## src/design/btac_pkg.sv

```systemverilog
`default_nettype none

package btac_pkg;

  localparam int pc_w = 32;
  localparam int sat_w = 2;

  // table depths
  localparam int btb_entries = 16;
  localparam int bht_entries = 64;

  // indices start at pc bit 1, bit 0 is always zero for fetch addresses
  localparam int btb_index_w = 4;
  localparam int bht_index_w = 6;

  // tag is every pc bit above the target buffer index
  localparam int btb_tag_w = pc_w - btb_index_w - 1;
  localparam int btb_entry_w = btb_tag_w + pc_w;

  typedef logic [pc_w-1:0] pc_t;

  typedef logic [btb_index_w-1:0] btb_index_t;

  typedef logic [bht_index_w-1:0] bht_index_t;

  typedef logic [btb_tag_w-1:0] btb_tag_t;

  // tag in the upper bits, target in the lower pc_w bits
  typedef logic [btb_entry_w-1:0] btb_entry_t;

  // bit 1 set means predict taken
  typedef logic [sat_w-1:0] sat_t;

endpackage

`default_nettype wire

```

## src/design/prediction_ram.sv

```systemverilog
`default_nettype none
`timescale 1ns/1ns

module prediction_ram #(
  parameter int entries = 16,
  parameter int width = 59
) (
  input  logic                       clock,
  input  logic                       wen,
  input  logic [$clog2(entries)-1:0] waddr,
  input  logic [$clog2(entries)-1:0] raddr0,
  input  logic [$clog2(entries)-1:0] raddr1,
  input  logic [width-1:0]           wdata,
  output logic [width-1:0]           rdata0,
  output logic [width-1:0]           rdata1
);

  // tables start out empty
  logic [width-1:0] mem [entries] = '{default: '0};

  always_ff @(posedge clock) begin
    if (wen) begin
      mem[waddr] <= wdata;
    end
  end

  // read before write on a shared index gives the old word
  always_ff @(posedge clock) begin
    rdata0 <= mem[raddr0];
    rdata1 <= mem[raddr1];
  end

endmodule

`default_nettype wire

```

## src/design/btac_lookup.sv

```systemverilog
`default_nettype none
`timescale 1ns/1ns

module btac_lookup (
  input  logic                  clock,
  input  logic                  reset,
  input  btac_pkg::pc_t         get_pc0,
  input  btac_pkg::pc_t         get_pc1,
  input  logic                  stall,
  input  logic                  clear,
  output btac_pkg::btb_index_t  btb_raddr0,
  output btac_pkg::btb_index_t  btb_raddr1,
  output btac_pkg::bht_index_t  bht_raddr0,
  output btac_pkg::bht_index_t  bht_raddr1,
  input  btac_pkg::btb_entry_t  btb_rdata0,
  input  btac_pkg::btb_entry_t  btb_rdata1,
  input  btac_pkg::sat_t        bht_rdata0,
  input  btac_pkg::sat_t        bht_rdata1,
  output logic                  pred_taken0,
  output logic                  pred_taken1,
  output btac_pkg::pc_t         pred_taddr0,
  output btac_pkg::pc_t         pred_taddr1,
  output btac_pkg::sat_t        pred_tsat0,
  output btac_pkg::sat_t        pred_tsat1
);

  btac_pkg::pc_t pc0_q;
  btac_pkg::pc_t pc1_q;
  btac_pkg::pc_t idx_pc0;
  btac_pkg::pc_t idx_pc1;
  btac_pkg::btb_tag_t stored_tag0;
  btac_pkg::btb_tag_t stored_tag1;
  btac_pkg::btb_tag_t fetch_tag0;
  btac_pkg::btb_tag_t fetch_tag1;
  logic hit0;
  logic hit1;
  logic pred_on;

  // pcs of the lookup now in flight through the tables
  always_ff @(posedge clock) begin
    if (!reset) begin
      pc0_q <= '0;
      pc1_q <= '0;
    end else if (!clear) begin
      pc0_q <= get_pc0;
      pc1_q <= get_pc1;
    end
  end

  // under clear the held pcs keep the tables reading the same rows
  assign idx_pc0 = clear ? pc0_q : get_pc0;
  assign idx_pc1 = clear ? pc1_q : get_pc1;

  assign btb_raddr0 = idx_pc0[btac_pkg::btb_index_w:1];
  assign btb_raddr1 = idx_pc1[btac_pkg::btb_index_w:1];
  assign bht_raddr0 = idx_pc0[btac_pkg::bht_index_w:1];
  assign bht_raddr1 = idx_pc1[btac_pkg::bht_index_w:1];

  // tag check against the pc that made the read
  assign stored_tag0 = btb_rdata0[btac_pkg::btb_entry_w-1:btac_pkg::pc_w];
  assign stored_tag1 = btb_rdata1[btac_pkg::btb_entry_w-1:btac_pkg::pc_w];
  assign fetch_tag0 = pc0_q[btac_pkg::pc_w-1:btac_pkg::btb_index_w+1];
  assign fetch_tag1 = pc1_q[btac_pkg::pc_w-1:btac_pkg::btb_index_w+1];
  assign hit0 = stored_tag0 == fetch_tag0;
  assign hit1 = stored_tag1 == fetch_tag1;

  assign pred_on = !(stall || clear);

  assign pred_taken0 = pred_on && hit0 && bht_rdata0[1];
  assign pred_taken1 = pred_on && hit1 && bht_rdata1[1];
  assign pred_taddr0 = pred_on ? btb_rdata0[btac_pkg::pc_w-1:0] : '0;
  assign pred_taddr1 = pred_on ? btb_rdata1[btac_pkg::pc_w-1:0] : '0;
  assign pred_tsat0 = pred_on ? bht_rdata0 : '0;
  assign pred_tsat1 = pred_on ? bht_rdata1 : '0;

endmodule

`default_nettype wire

```

## src/design/btac_resolve.sv

```systemverilog
`default_nettype none
`timescale 1ns/1ns

module btac_resolve (
  input  logic                  clock,
  input  logic                  reset,
  input  logic                  clear,
  input  btac_pkg::pc_t         upd_pc0,
  input  btac_pkg::pc_t         upd_npc0,
  input  btac_pkg::pc_t         upd_addr0,
  input  logic                  upd_branch0,
  input  logic                  upd_jal0,
  input  logic                  upd_jump0,
  input  logic                  upd_taken0,
  input  btac_pkg::pc_t         upd_taddr0,
  input  btac_pkg::sat_t        upd_tsat0,
  input  btac_pkg::pc_t         upd_pc1,
  input  btac_pkg::pc_t         upd_npc1,
  input  btac_pkg::pc_t         upd_addr1,
  input  logic                  upd_branch1,
  input  logic                  upd_jal1,
  input  logic                  upd_jump1,
  input  logic                  upd_taken1,
  input  btac_pkg::pc_t         upd_taddr1,
  input  btac_pkg::sat_t        upd_tsat1,
  output logic                  btb_wen,
  output btac_pkg::btb_index_t  btb_waddr,
  output btac_pkg::btb_entry_t  btb_wdata,
  output logic                  bht_wen,
  output btac_pkg::bht_index_t  bht_waddr,
  output btac_pkg::sat_t        bht_wdata,
  output logic                  pred_hazard0,
  output logic                  pred_hazard1,
  output logic                  pred_miss,
  output btac_pkg::pc_t         pred_maddr
);

  // jal forces strongly taken, branches step one way and saturate
  function automatic btac_pkg::sat_t sat_next(input btac_pkg::sat_t sat, input logic jal,
                                              input logic jump);
    btac_pkg::sat_t next;
    next = sat;
    if (jal) begin
      next = 2'd3;
    end else if (jump && sat != 2'd3) begin
      next = sat + 2'd1;
    end else if (!jump && sat != 2'd0) begin
      next = sat - 2'd1;
    end
    return next;
  endfunction

  function automatic logic slot_miss(input logic taken, input logic jump, input logic branch,
                                     input btac_pkg::pc_t addr, input btac_pkg::pc_t taddr);
    logic miss;
    miss = 1'b0;
    if (taken) begin
      if (jump) begin
        // right direction, maybe wrong target
        miss = addr != taddr;
      end else if (branch) begin
        miss = 1'b1;
      end
    end else if (jump) begin
      miss = 1'b1;
    end
    return miss;
  endfunction

  function automatic btac_pkg::pc_t slot_maddr(input logic taken, input logic jump,
                                               input logic branch, input btac_pkg::pc_t addr,
                                               input btac_pkg::pc_t npc);
    btac_pkg::pc_t maddr;
    maddr = '0;
    if (jump) begin
      maddr = addr;
    end else if (taken && branch) begin
      // fall through to the sequential pc
      maddr = npc;
    end
    return maddr;
  endfunction

  logic act0;
  logic act1;
  logic wen;
  btac_pkg::pc_t sel_pc;
  btac_pkg::pc_t sel_addr;
  btac_pkg::sat_t sel_sat;
  logic miss0;
  logic miss1;
  btac_pkg::pc_t maddr0;
  btac_pkg::pc_t maddr1;

  // slot 0 has priority for the single table write port
  assign act0 = upd_branch0 || upd_jal0;
  assign act1 = upd_branch1 || upd_jal1;
  assign wen = !clear && (act0 || act1);

  assign sel_pc = act0 ? upd_pc0 : upd_pc1;
  assign sel_addr = act0 ? upd_addr0 : upd_addr1;
  assign sel_sat = act0 ? sat_next(upd_tsat0, upd_jal0, upd_jump0)
                        : sat_next(upd_tsat1, upd_jal1, upd_jump1);

  assign btb_wen = wen;
  assign btb_waddr = sel_pc[btac_pkg::btb_index_w:1];
  assign btb_wdata = {sel_pc[btac_pkg::pc_w-1:btac_pkg::btb_index_w+1], sel_addr};

  assign bht_wen = wen;
  assign bht_waddr = sel_pc[btac_pkg::bht_index_w:1];
  assign bht_wdata = sel_sat;

  assign miss0 = !clear && slot_miss(upd_taken0, upd_jump0, upd_branch0, upd_addr0, upd_taddr0);
  assign miss1 = !clear && slot_miss(upd_taken1, upd_jump1, upd_branch1, upd_addr1, upd_taddr1);
  assign maddr0 = clear ? '0 : slot_maddr(upd_taken0, upd_jump0, upd_branch0, upd_addr0, upd_npc0);
  assign maddr1 = clear ? '0 : slot_maddr(upd_taken1, upd_jump1, upd_branch1, upd_addr1, upd_npc1);

  assign pred_hazard0 = miss0;
  assign pred_hazard1 = miss1;

  // redirect to fetch, one cycle after resolve
  always_ff @(posedge clock) begin
    if (!reset) begin
      pred_miss <= 1'b0;
      pred_maddr <= '0;
    end else begin
      pred_miss <= miss0 || miss1;
      pred_maddr <= miss0 ? maddr0 : maddr1;
    end
  end

endmodule

`default_nettype wire

```

## src/design/btac.sv

```systemverilog
`default_nettype none
`timescale 1ns/1ns

module btac (
  input  logic            clock,
  input  logic            reset,
  input  btac_pkg::pc_t   get_pc0,
  input  btac_pkg::pc_t   get_pc1,
  input  logic            stall,
  input  logic            clear,
  input  btac_pkg::pc_t   upd_pc0,
  input  btac_pkg::pc_t   upd_npc0,
  input  btac_pkg::pc_t   upd_addr0,
  input  logic            upd_branch0,
  input  logic            upd_jal0,
  input  logic            upd_jump0,
  input  logic            upd_taken0,
  input  btac_pkg::pc_t   upd_taddr0,
  input  btac_pkg::sat_t  upd_tsat0,
  input  btac_pkg::pc_t   upd_pc1,
  input  btac_pkg::pc_t   upd_npc1,
  input  btac_pkg::pc_t   upd_addr1,
  input  logic            upd_branch1,
  input  logic            upd_jal1,
  input  logic            upd_jump1,
  input  logic            upd_taken1,
  input  btac_pkg::pc_t   upd_taddr1,
  input  btac_pkg::sat_t  upd_tsat1,
  output logic            pred_taken0,
  output logic            pred_taken1,
  output btac_pkg::pc_t   pred_taddr0,
  output btac_pkg::pc_t   pred_taddr1,
  output btac_pkg::sat_t  pred_tsat0,
  output btac_pkg::sat_t  pred_tsat1,
  output logic            pred_hazard0,
  output logic            pred_hazard1,
  output logic            pred_miss,
  output btac_pkg::pc_t   pred_maddr
);

  btac_pkg::btb_index_t btb_raddr0;
  btac_pkg::btb_index_t btb_raddr1;
  btac_pkg::btb_index_t btb_waddr;
  btac_pkg::btb_entry_t btb_rdata0;
  btac_pkg::btb_entry_t btb_rdata1;
  btac_pkg::btb_entry_t btb_wdata;
  logic btb_wen;
  btac_pkg::bht_index_t bht_raddr0;
  btac_pkg::bht_index_t bht_raddr1;
  btac_pkg::bht_index_t bht_waddr;
  btac_pkg::sat_t bht_rdata0;
  btac_pkg::sat_t bht_rdata1;
  btac_pkg::sat_t bht_wdata;
  logic bht_wen;

  btac_lookup i_lookup (
    .clock(clock), .reset(reset), .get_pc0(get_pc0), .get_pc1(get_pc1),
    .stall(stall), .clear(clear),
    .btb_raddr0(btb_raddr0), .btb_raddr1(btb_raddr1),
    .bht_raddr0(bht_raddr0), .bht_raddr1(bht_raddr1),
    .btb_rdata0(btb_rdata0), .btb_rdata1(btb_rdata1),
    .bht_rdata0(bht_rdata0), .bht_rdata1(bht_rdata1),
    .pred_taken0(pred_taken0), .pred_taken1(pred_taken1),
    .pred_taddr0(pred_taddr0), .pred_taddr1(pred_taddr1),
    .pred_tsat0(pred_tsat0), .pred_tsat1(pred_tsat1)
  );

  btac_resolve i_resolve (
    .clock(clock), .reset(reset), .clear(clear),
    .upd_pc0(upd_pc0), .upd_npc0(upd_npc0), .upd_addr0(upd_addr0),
    .upd_branch0(upd_branch0), .upd_jal0(upd_jal0), .upd_jump0(upd_jump0),
    .upd_taken0(upd_taken0), .upd_taddr0(upd_taddr0), .upd_tsat0(upd_tsat0),
    .upd_pc1(upd_pc1), .upd_npc1(upd_npc1), .upd_addr1(upd_addr1),
    .upd_branch1(upd_branch1), .upd_jal1(upd_jal1), .upd_jump1(upd_jump1),
    .upd_taken1(upd_taken1), .upd_taddr1(upd_taddr1), .upd_tsat1(upd_tsat1),
    .btb_wen(btb_wen), .btb_waddr(btb_waddr), .btb_wdata(btb_wdata),
    .bht_wen(bht_wen), .bht_waddr(bht_waddr), .bht_wdata(bht_wdata),
    .pred_hazard0(pred_hazard0), .pred_hazard1(pred_hazard1),
    .pred_miss(pred_miss), .pred_maddr(pred_maddr)
  );

  // target buffer, tag and target per entry
  prediction_ram #(
    .entries(btac_pkg::btb_entries),
    .width(btac_pkg::btb_entry_w)
  ) btb_ram (
    .clock(clock), .wen(btb_wen), .waddr(btb_waddr),
    .raddr0(btb_raddr0), .raddr1(btb_raddr1), .wdata(btb_wdata),
    .rdata0(btb_rdata0), .rdata1(btb_rdata1)
  );

  // branch history counters
  prediction_ram #(
    .entries(btac_pkg::bht_entries),
    .width(btac_pkg::sat_w)
  ) bht_ram (
    .clock(clock), .wen(bht_wen), .waddr(bht_waddr),
    .raddr0(bht_raddr0), .raddr1(bht_raddr1), .wdata(bht_wdata),
    .rdata0(bht_rdata0), .rdata1(bht_rdata1)
  );

endmodule

`default_nettype wire

```

## config.mk

```make
export PLATFORM = sky130hd
export DESIGN_NAME = btac
export DESIGN_NICKNAME = d
export VERILOG_FILES = /design/src/design/btac_pkg.sv /design/src/design/prediction_ram.sv /design/src/design/btac_lookup.sv /design/src/design/btac_resolve.sv /design/src/design/btac.sv
export SDC_FILE = /design/constraint.sdc
export NUM_CORES = 2
export LEC_CHECK = 0
export BUFFER_PORTS_ARGS = -buffer_cell sky130_fd_sc_hd__buf_4
export CORE_MARGIN = 1.5
export CORE_UTILIZATION = 55
export DETAILED_ROUTE_END_ITERATION = 7
export MAX_ROUTING_LAYER = met4
export PLACE_DENSITY = 0.74
export SYNTH_ARGS = -nofsm -noshare
export SYNTH_HDL_FRONTEND = slang
export SYNTH_SLANG_ARGS = --single-unit
```

## constraint.sdc

```tcl
create_clock -name clock -period 4.44 [get_ports clock]
set_clock_uncertainty 0.2 [all_clocks]
set_input_delay 0.888 -clock clock [delete_from_list [all_inputs] [get_ports clock]]
set_output_delay 0.888 -clock clock [all_outputs]
set_load 0.01 [all_outputs]
```

=== Yosys cells after proc, flatten, opt, wreduce, memory -nomap -nowiden ===
Memory sizes are Yosys's and may differ from the RTL's. A register that Yosys moved wholly into a read port is not among the register bits.
Index checks and enable logic that the tools add are counted.
W data, S select, Z words.

* Flip-flop bits (word level): 97
* Memory bits (writable): 1072
* Input port bits: 336
* Output and inout bits: 105
* Memories kept: 2

{| class="wikitable"
|+ Memories
! name !! words !! width !! read ports !! clocked after memory_dff !! write ports !! RTL line !! source
|-
| btb_ram.mem || 16 || 59 || 2 || 2 || 1 || prediction_ram.sv:19 || <nowiki>logic [width-1:0] mem [entries] = '{default: '0};</nowiki>
|-
| bht_ram.mem || 64 || 2 || 2 || 2 || 1 || prediction_ram.sv:19 ||
|}

* Add/subtract/negate cells: 4
* Equal/unequal tests: 6
* Muxes and demuxes: 32
* Reductions and logical operators: 24

{| class="wikitable"
|+ Operators by type and width
! operator !! count
|-
| $mux W32 || 11
|-
| $ne A32 B32 Y1 || 2
|-
| $eq A27 B27 Y1 || 2
|-
| $mux W2 || 9
|-
| $mux W7 || 2
|-
| $logic_and A1 B1 Y1 || 13
|-
| $mux W1 || 10
|-
| $logic_or A1 B1 Y1 || 5
|-
| $add A2 B1 Y2 const B || 2
|-
| $logic_not A1 Y1 || 4
|-
| $ne A2 B2 Y1 const B || 2
|-
| $reduce_bool A2 Y1 || 2
|-
| $sub A2 B1 Y2 const B || 2
|}

=== Depth between registers and ports, before layout ===
* Word-level depth: 6
* Mapped depth: 11
* Gate-level depth less buffers: 7

=== By module ===
A second synthesis with hierarchy kept.

* Cells, all modules: 3227
* Area, all modules: 58006.9 um^2

{| class="wikitable"
|+ By module, submodules not included
! module !! times used !! cells each !! area an instance (um^2) !! seq. area each (um^2)
|-
| prediction_ram at btb_ram || 1 || 2077 || 44460.1 || 30709.5
|-
| prediction_ram at bht_ram || 1 || 407 || 6555.0 || 3923.8
|-
| btac_lookup || 1 || 357 || 3510.9 || 1241.2
|-
| btac_resolve || 1 || 386 || 3480.8 || 660.6
|}

=== Worst setup path after synthesis ===
No wires, ideal clock.

* Path kind: input port to flip-flop
* Start: in upd_jump1
* End: mem bht_ram.mem[0][1] in the netlist's numbering, data pin
* Setup time: 0.531 ns
* Data arrival time: 3.393 ns
* Setup slack: 0.316 ns
* Stages: 4
* Buffers on the path: 2
* Path through: clkbuf_1 buf_1 a2111oi_0 o21bai_1

* Cells in the longest elaborated chain, start to end: 6

{| class="wikitable"
|+ Ends and longest elaborated chain
! item !! RTL line !! source
|-
| start, declared || btac.sv:25 || <nowiki>input logic upd_jump1,</nowiki>
|-
| $logic_not A1 Y1 || btac_resolve.sv:47 || <nowiki>end else if (!jump && sat != 2'd0) begin</nowiki>
|-
| $logic_and A1 B1 Y1 || btac_resolve.sv:47 ||
|-
| $mux W2 || btac_resolve.sv:47 ||
|-
| $mux W2 (*) || btac_resolve.sv:45 || <nowiki>end else if (jump && sat != 2'd3) begin</nowiki>
|-
| $mux W2 (*) || btac_resolve.sv:43 || <nowiki>if (jal) begin</nowiki>
|-
| $mux W2 (*) || btac_resolve.sv:102 || <nowiki>assign sel_sat = act0 ? sat_next(upd_tsat0, upd_jal0, upd_jump0)</nowiki>
|-
| net bht_ram.wdata[1] || prediction_ram.sv:13 || <nowiki>input logic [width-1:0] wdata,</nowiki>
|-
| end, declared || prediction_ram.sv:19 ||
|}

The timed path passes the listed nets; every way through them passes the cells marked *.

=== Worst setup path in the final report ===
* Start: in upd_addr0[24]
* End: out pred_hazard0

* Cells in the longest elaborated chain, start to end: 4

{| class="wikitable"
|+ Ends and longest elaborated chain
! item !! RTL line !! source
|-
| start, declared || btac.sv:13 || <nowiki>input btac_pkg::pc_t upd_addr0,</nowiki>
|-
| $ne A32 B32 Y1 || btac_resolve.sv:60 || <nowiki>miss = addr != taddr;</nowiki>
|-
| $mux W1 || btac_resolve.sv:58 || <nowiki>if (jump) begin</nowiki>
|-
| $mux W1 || btac_resolve.sv:57 || <nowiki>if (taken) begin</nowiki>
|-
| $logic_and A1 B1 Y1 || btac_resolve.sv:113 || <nowiki>assign miss0 = !clear && slot_miss(upd_taken0, upd_jump0, upd_branch0, upd_addr0, upd_taddr0);</nowiki>
|-
| end, declared || btac.sv:35 || <nowiki>output logic pred_hazard0,</nowiki>
|}

No other way between the ends.

==> parameters.txt <==
Parameter                              Value

Placement
  Placement-stage worst setup slack ... 500 ps
  Port buffer count ... 436
  Total cell area at the placement stage ... 0.0671 mm^2
  Final HPWL from detailed placement ... 116000 um
  GPL Wtd Cong ... 0.961

Critical path
  Delay of the slowest critical-path stage ... 610 ps
  Count of buffer and inverter cells on the critical path ... 3
  Start point of the critical path ... upd_addr0[24]
  Setup slack, reg-to-reg ... 1090 ps
  Cell depth of the worst setup path ... 8
  Crit path DAT ... 3040 ps
  Crit Path Max Fanout ... 3
  Required time at the worst-slack endpoint ... 3350 ps
  Critical path capture point type ... output port
  Critical path class ... input pin to output port
  Crit-path slowest cell ... nor4_1
  FF-to-FF path depth ... 6
  R2R Path End ... bht_ram.rdata0[0]$_DFF_P_
  Cells along the critical path ... buf_4 > xor2_1 > nor4_1 > nand4_1 > nor4_1 > a211o_2 > inv_1 > buf_4
  Crit path max-delay family ... simple AND/OR/NAND/NOR gates
  Crit path capture ... pred_hazard0
  Startpoint of the lowest-slack register-to-register path ... i_lookup.pc0_q[1]$_SDFF_PN0_
  Kind of start point of the critical path ... input pin

Clock network
  CTS root buf ... clkbuf_16
  Max Buffers Root-to-Sink ... 3
  Latest clock arrival within the worst-skew pair ... 760 ps
  TritonCTS Sinks ... 1289
  Number of cells upsized or downsized after cts ... 0
  Clock-pin slew reported for the worst setup and hold paths after clock tree synthesis ... 60 ps
  Number of buffers created by CTS ... 139
  Post-CTS setup repair buffer count ... 0
  # hold bufs at CTS ... 0
  Number of levels in the clock H-tree ... 4
  CTS tree ... built

STA
  Actual slew at the worst max-slew pin ... 1190 ps
  Min Tclk post-route ... 4130 ps
  Fin crit share ... 92.9%
  Relative slew slack ... 20.9%
  Unrepaired setup endpoints after global routing ... no
  Hold violation count in the final report ... 0
  Finish-stage setup viols ... 0
  Setup_tns ... 0 ps
  Number of pins with negative max-slew slack in the final report ... 0
  PnR worst setup slack ... 314 ps
  Highest clock rate ... 0.242 GHz

Power
  Static leakage power ... 24.8 nW
  Total chip power ... 29.1 mW
  Worst supply voltage drop on vdd ... 0.339 mV
  Total power per unit cell area ... 407 mW/mm^2

Finish
  Final Core Density ... 64.6%
  Final Cell Area ... 0.0715 mm^2
  # fillers ... 7772
  Area delta synth->final ... 16.5%
  Final layout net count ... 4918
  Share of final-layout standard cells stronger than drive strength 1 ... 30.3%

Routing
  Final wirelength ... 185000 um
  First-pass iteration count of the detailed router ... 8
  Iteration-0 DRC count of the detailed router ... 5191
  WL per Instance ... 29.9 um
  Remaining routing DRC violations ... 0
  Via Count ... 40900
  Residual antenna-violating net count after detailed routing ... 0
  Vias per std cell ... 6.62

Logic synthesis
  Syn. warnings ... 0
  Cell taking the most area after synthesis ... edfxtp_1
  Fraction of synthesized cell area taken by the top area cell type ... 52.4%
  Syn Inst Count ... 4154
  Proportion of synthesized chip area in sequential cells ... 59.5%
  Mean area per synthesized cell ... 14.8 um^2
  Number of enable flip-flop cells after synthesis ... 1072
  Leading cell types by total area after synthesis ... edfxtp_1 52%, mux4_2 17%, dfxtp_1 7.1%
  Combined area of all synthesized cells ... 0.0614 mm^2
  Synth top cells by count ... 1072 x edfxtp_1, 472 x mux4_2, 419 x nand2_1
  Dominant cell by count in the synthesized netlist ... edfxtp_1
  Post-synthesis sequential element count ... 1289
  Synth Flop Type ... edfxtp_1
  Async set-reset flop share out of synthesis ... 0%
  Post-synthesis cell type count ... 61
  Nets in the synthesized netlist ... 4494

Floorplanning
  Initial Utilization ... 55.5%
  Full die area ... 0.114 mm^2
  Placeable Area ... 0.111 mm^2
  Die height ... 337 um
  I/O Pins ... 441
  Count of standard-cell rows ... 122
  Width of the chip ... 337 um

Hold path
  Path type of the worst min-delay path ... input pin to register

Global routing
  GRT Total Usage ... 33.9%
  Antenna violations before repair ... 5
  Via count of the first global-routing pass ... 40300
  Wire length of the first global-routing pass ... 268000 um
  Maximum number of pins on one net before global-route repair ... 82
  Global-route congestion overflow total ... 0

Status
  Status ... finished clean

Job
  Count of max-cap constraint violations ... 0
## cells by family (layout without fill, tap and decap cells)
family | count (synthesis) | after routing | share of synthesized area (%)
buf+inv | 360 | 901 | 2.77
xor+xnor | 120 | 120 | 1.71
flops | 1289 | 1289 | 59.5
fa+ha+maj | 4 | 4 | 0.0815
mux | 661 | 661 | 20.7
simple gates | 1115 | 1115 | 9.17
other cells | 0 | 2 | 0
compound gates | 605 | 605 | 6.09
## cells in the final DEF, fill, tap and decap left out, types with 46 or more instances in the layout
cell type,count
nor2b_1,59
nor2_1,83
a22oi_1,70
xor2_1,46
clkbuf_16,142
xnor2_1,74
dfxtp_1,217
nand2_1,419
edfxtp_1,1072
mux2_2,123
mux4_2,472
and2_1,174
nand2b_1,147
o21ai_0,169
a211oi_1,63
o22ai_1,61
a31oi_1,120
and3_1,59
buf_4,524
mux2i_1,58
buf_12,58
a21oi_1,65
## registers in the layout (all words and copies together), names as in the netlist, 2 cells and up
signal                flops
bht_ram.mem             128
bht_ram.rdata0            2
bht_ram.rdata1            2
btb_ram.mem             944
btb_ram.rdata0           59
btb_ram.rdata1           59
i_lookup.pc0_q           31
i_lookup.pc1_q           31
i_resolve.pred_maddr     32
## worst min-delay path, stage by stage
cell,delay [ps]
buf_4,80
mux2i_1,50
nor2b_1,90
## metrics by stage
| step | hold slack (ps) | std cells |
|---|---|---|
| after floorplan | 308 | 4154 |
| after global placement | 321 | 5925 |
| after detailed placement | 335 | 5925 |
| after CTS | 160 | 6183 |
| after global routing | 188 | 6185 |
| final | 186 | 6185 |
## final cells by class
type	count	area [um^2]	area share, %
Sequential cell	1289	36500	51.1
Multi-Input combinational cell	2505	23300	32.6
Timing Repair Buffer	583	5110	7.14
Clock buffer	198	3870	5.42
Tap cell	1488	1860	2.60
Clock inverter	60	572	0.799
Inverter	60	265	0.371
Antenna cell	2	5.00	0.00700
## power breakdown
part / internal [mW] / leakage (nW) / switching, mW
combinational: 1.70 / 11.0 / 2.12
clock: 6.49 / 2.16 / 4.86
sequential: 13.7 / 11.7 / 0.291
total: 21.8 / 24.8 / 7.27
## worst min-delay path by stage
| stage | startpoint | to | slack, ps | depth (start not counted) |
|---|---|---|---|---|
| 6_report | get_pc0[19] | i_lookup.pc0_q[19]$_SDFFE_PN0N_ | 190 | 3 |
| 4_1_cts | get_pc1[14] | i_lookup.pc1_q[14]$_SDFFE_PN0N_ | 160 | 3 |
| 5_1_grt | get_pc1[26] | i_lookup.pc1_q[26]$_SDFFE_PN0N_ | 190 | 3 |
| 3_3_place_gp | i_lookup.pc1_q[22]$_SDFFE_PN0N_ | i_lookup.pc1_q[22]$_SDFFE_PN0N_ | 320 | 2 |
| 3_5_place_dp | i_lookup.pc1_q[24]$_SDFFE_PN0N_ | i_lookup.pc1_q[24]$_SDFFE_PN0N_ | 340 | 2 |
| 2_1_floorplan | i_lookup.pc0_q[10]$_SDFFE_PN0N_ | i_lookup.pc0_q[10]$_SDFFE_PN0N_ | 310 | 2 |
## metal layers
metal,GRT usage (%),share of wire (%)
met1,45.2,37
met2,52.5,48
met3,6.29,12
met4,12.1,3.6
met5,-,0
(Power assumes the default switching activity.)
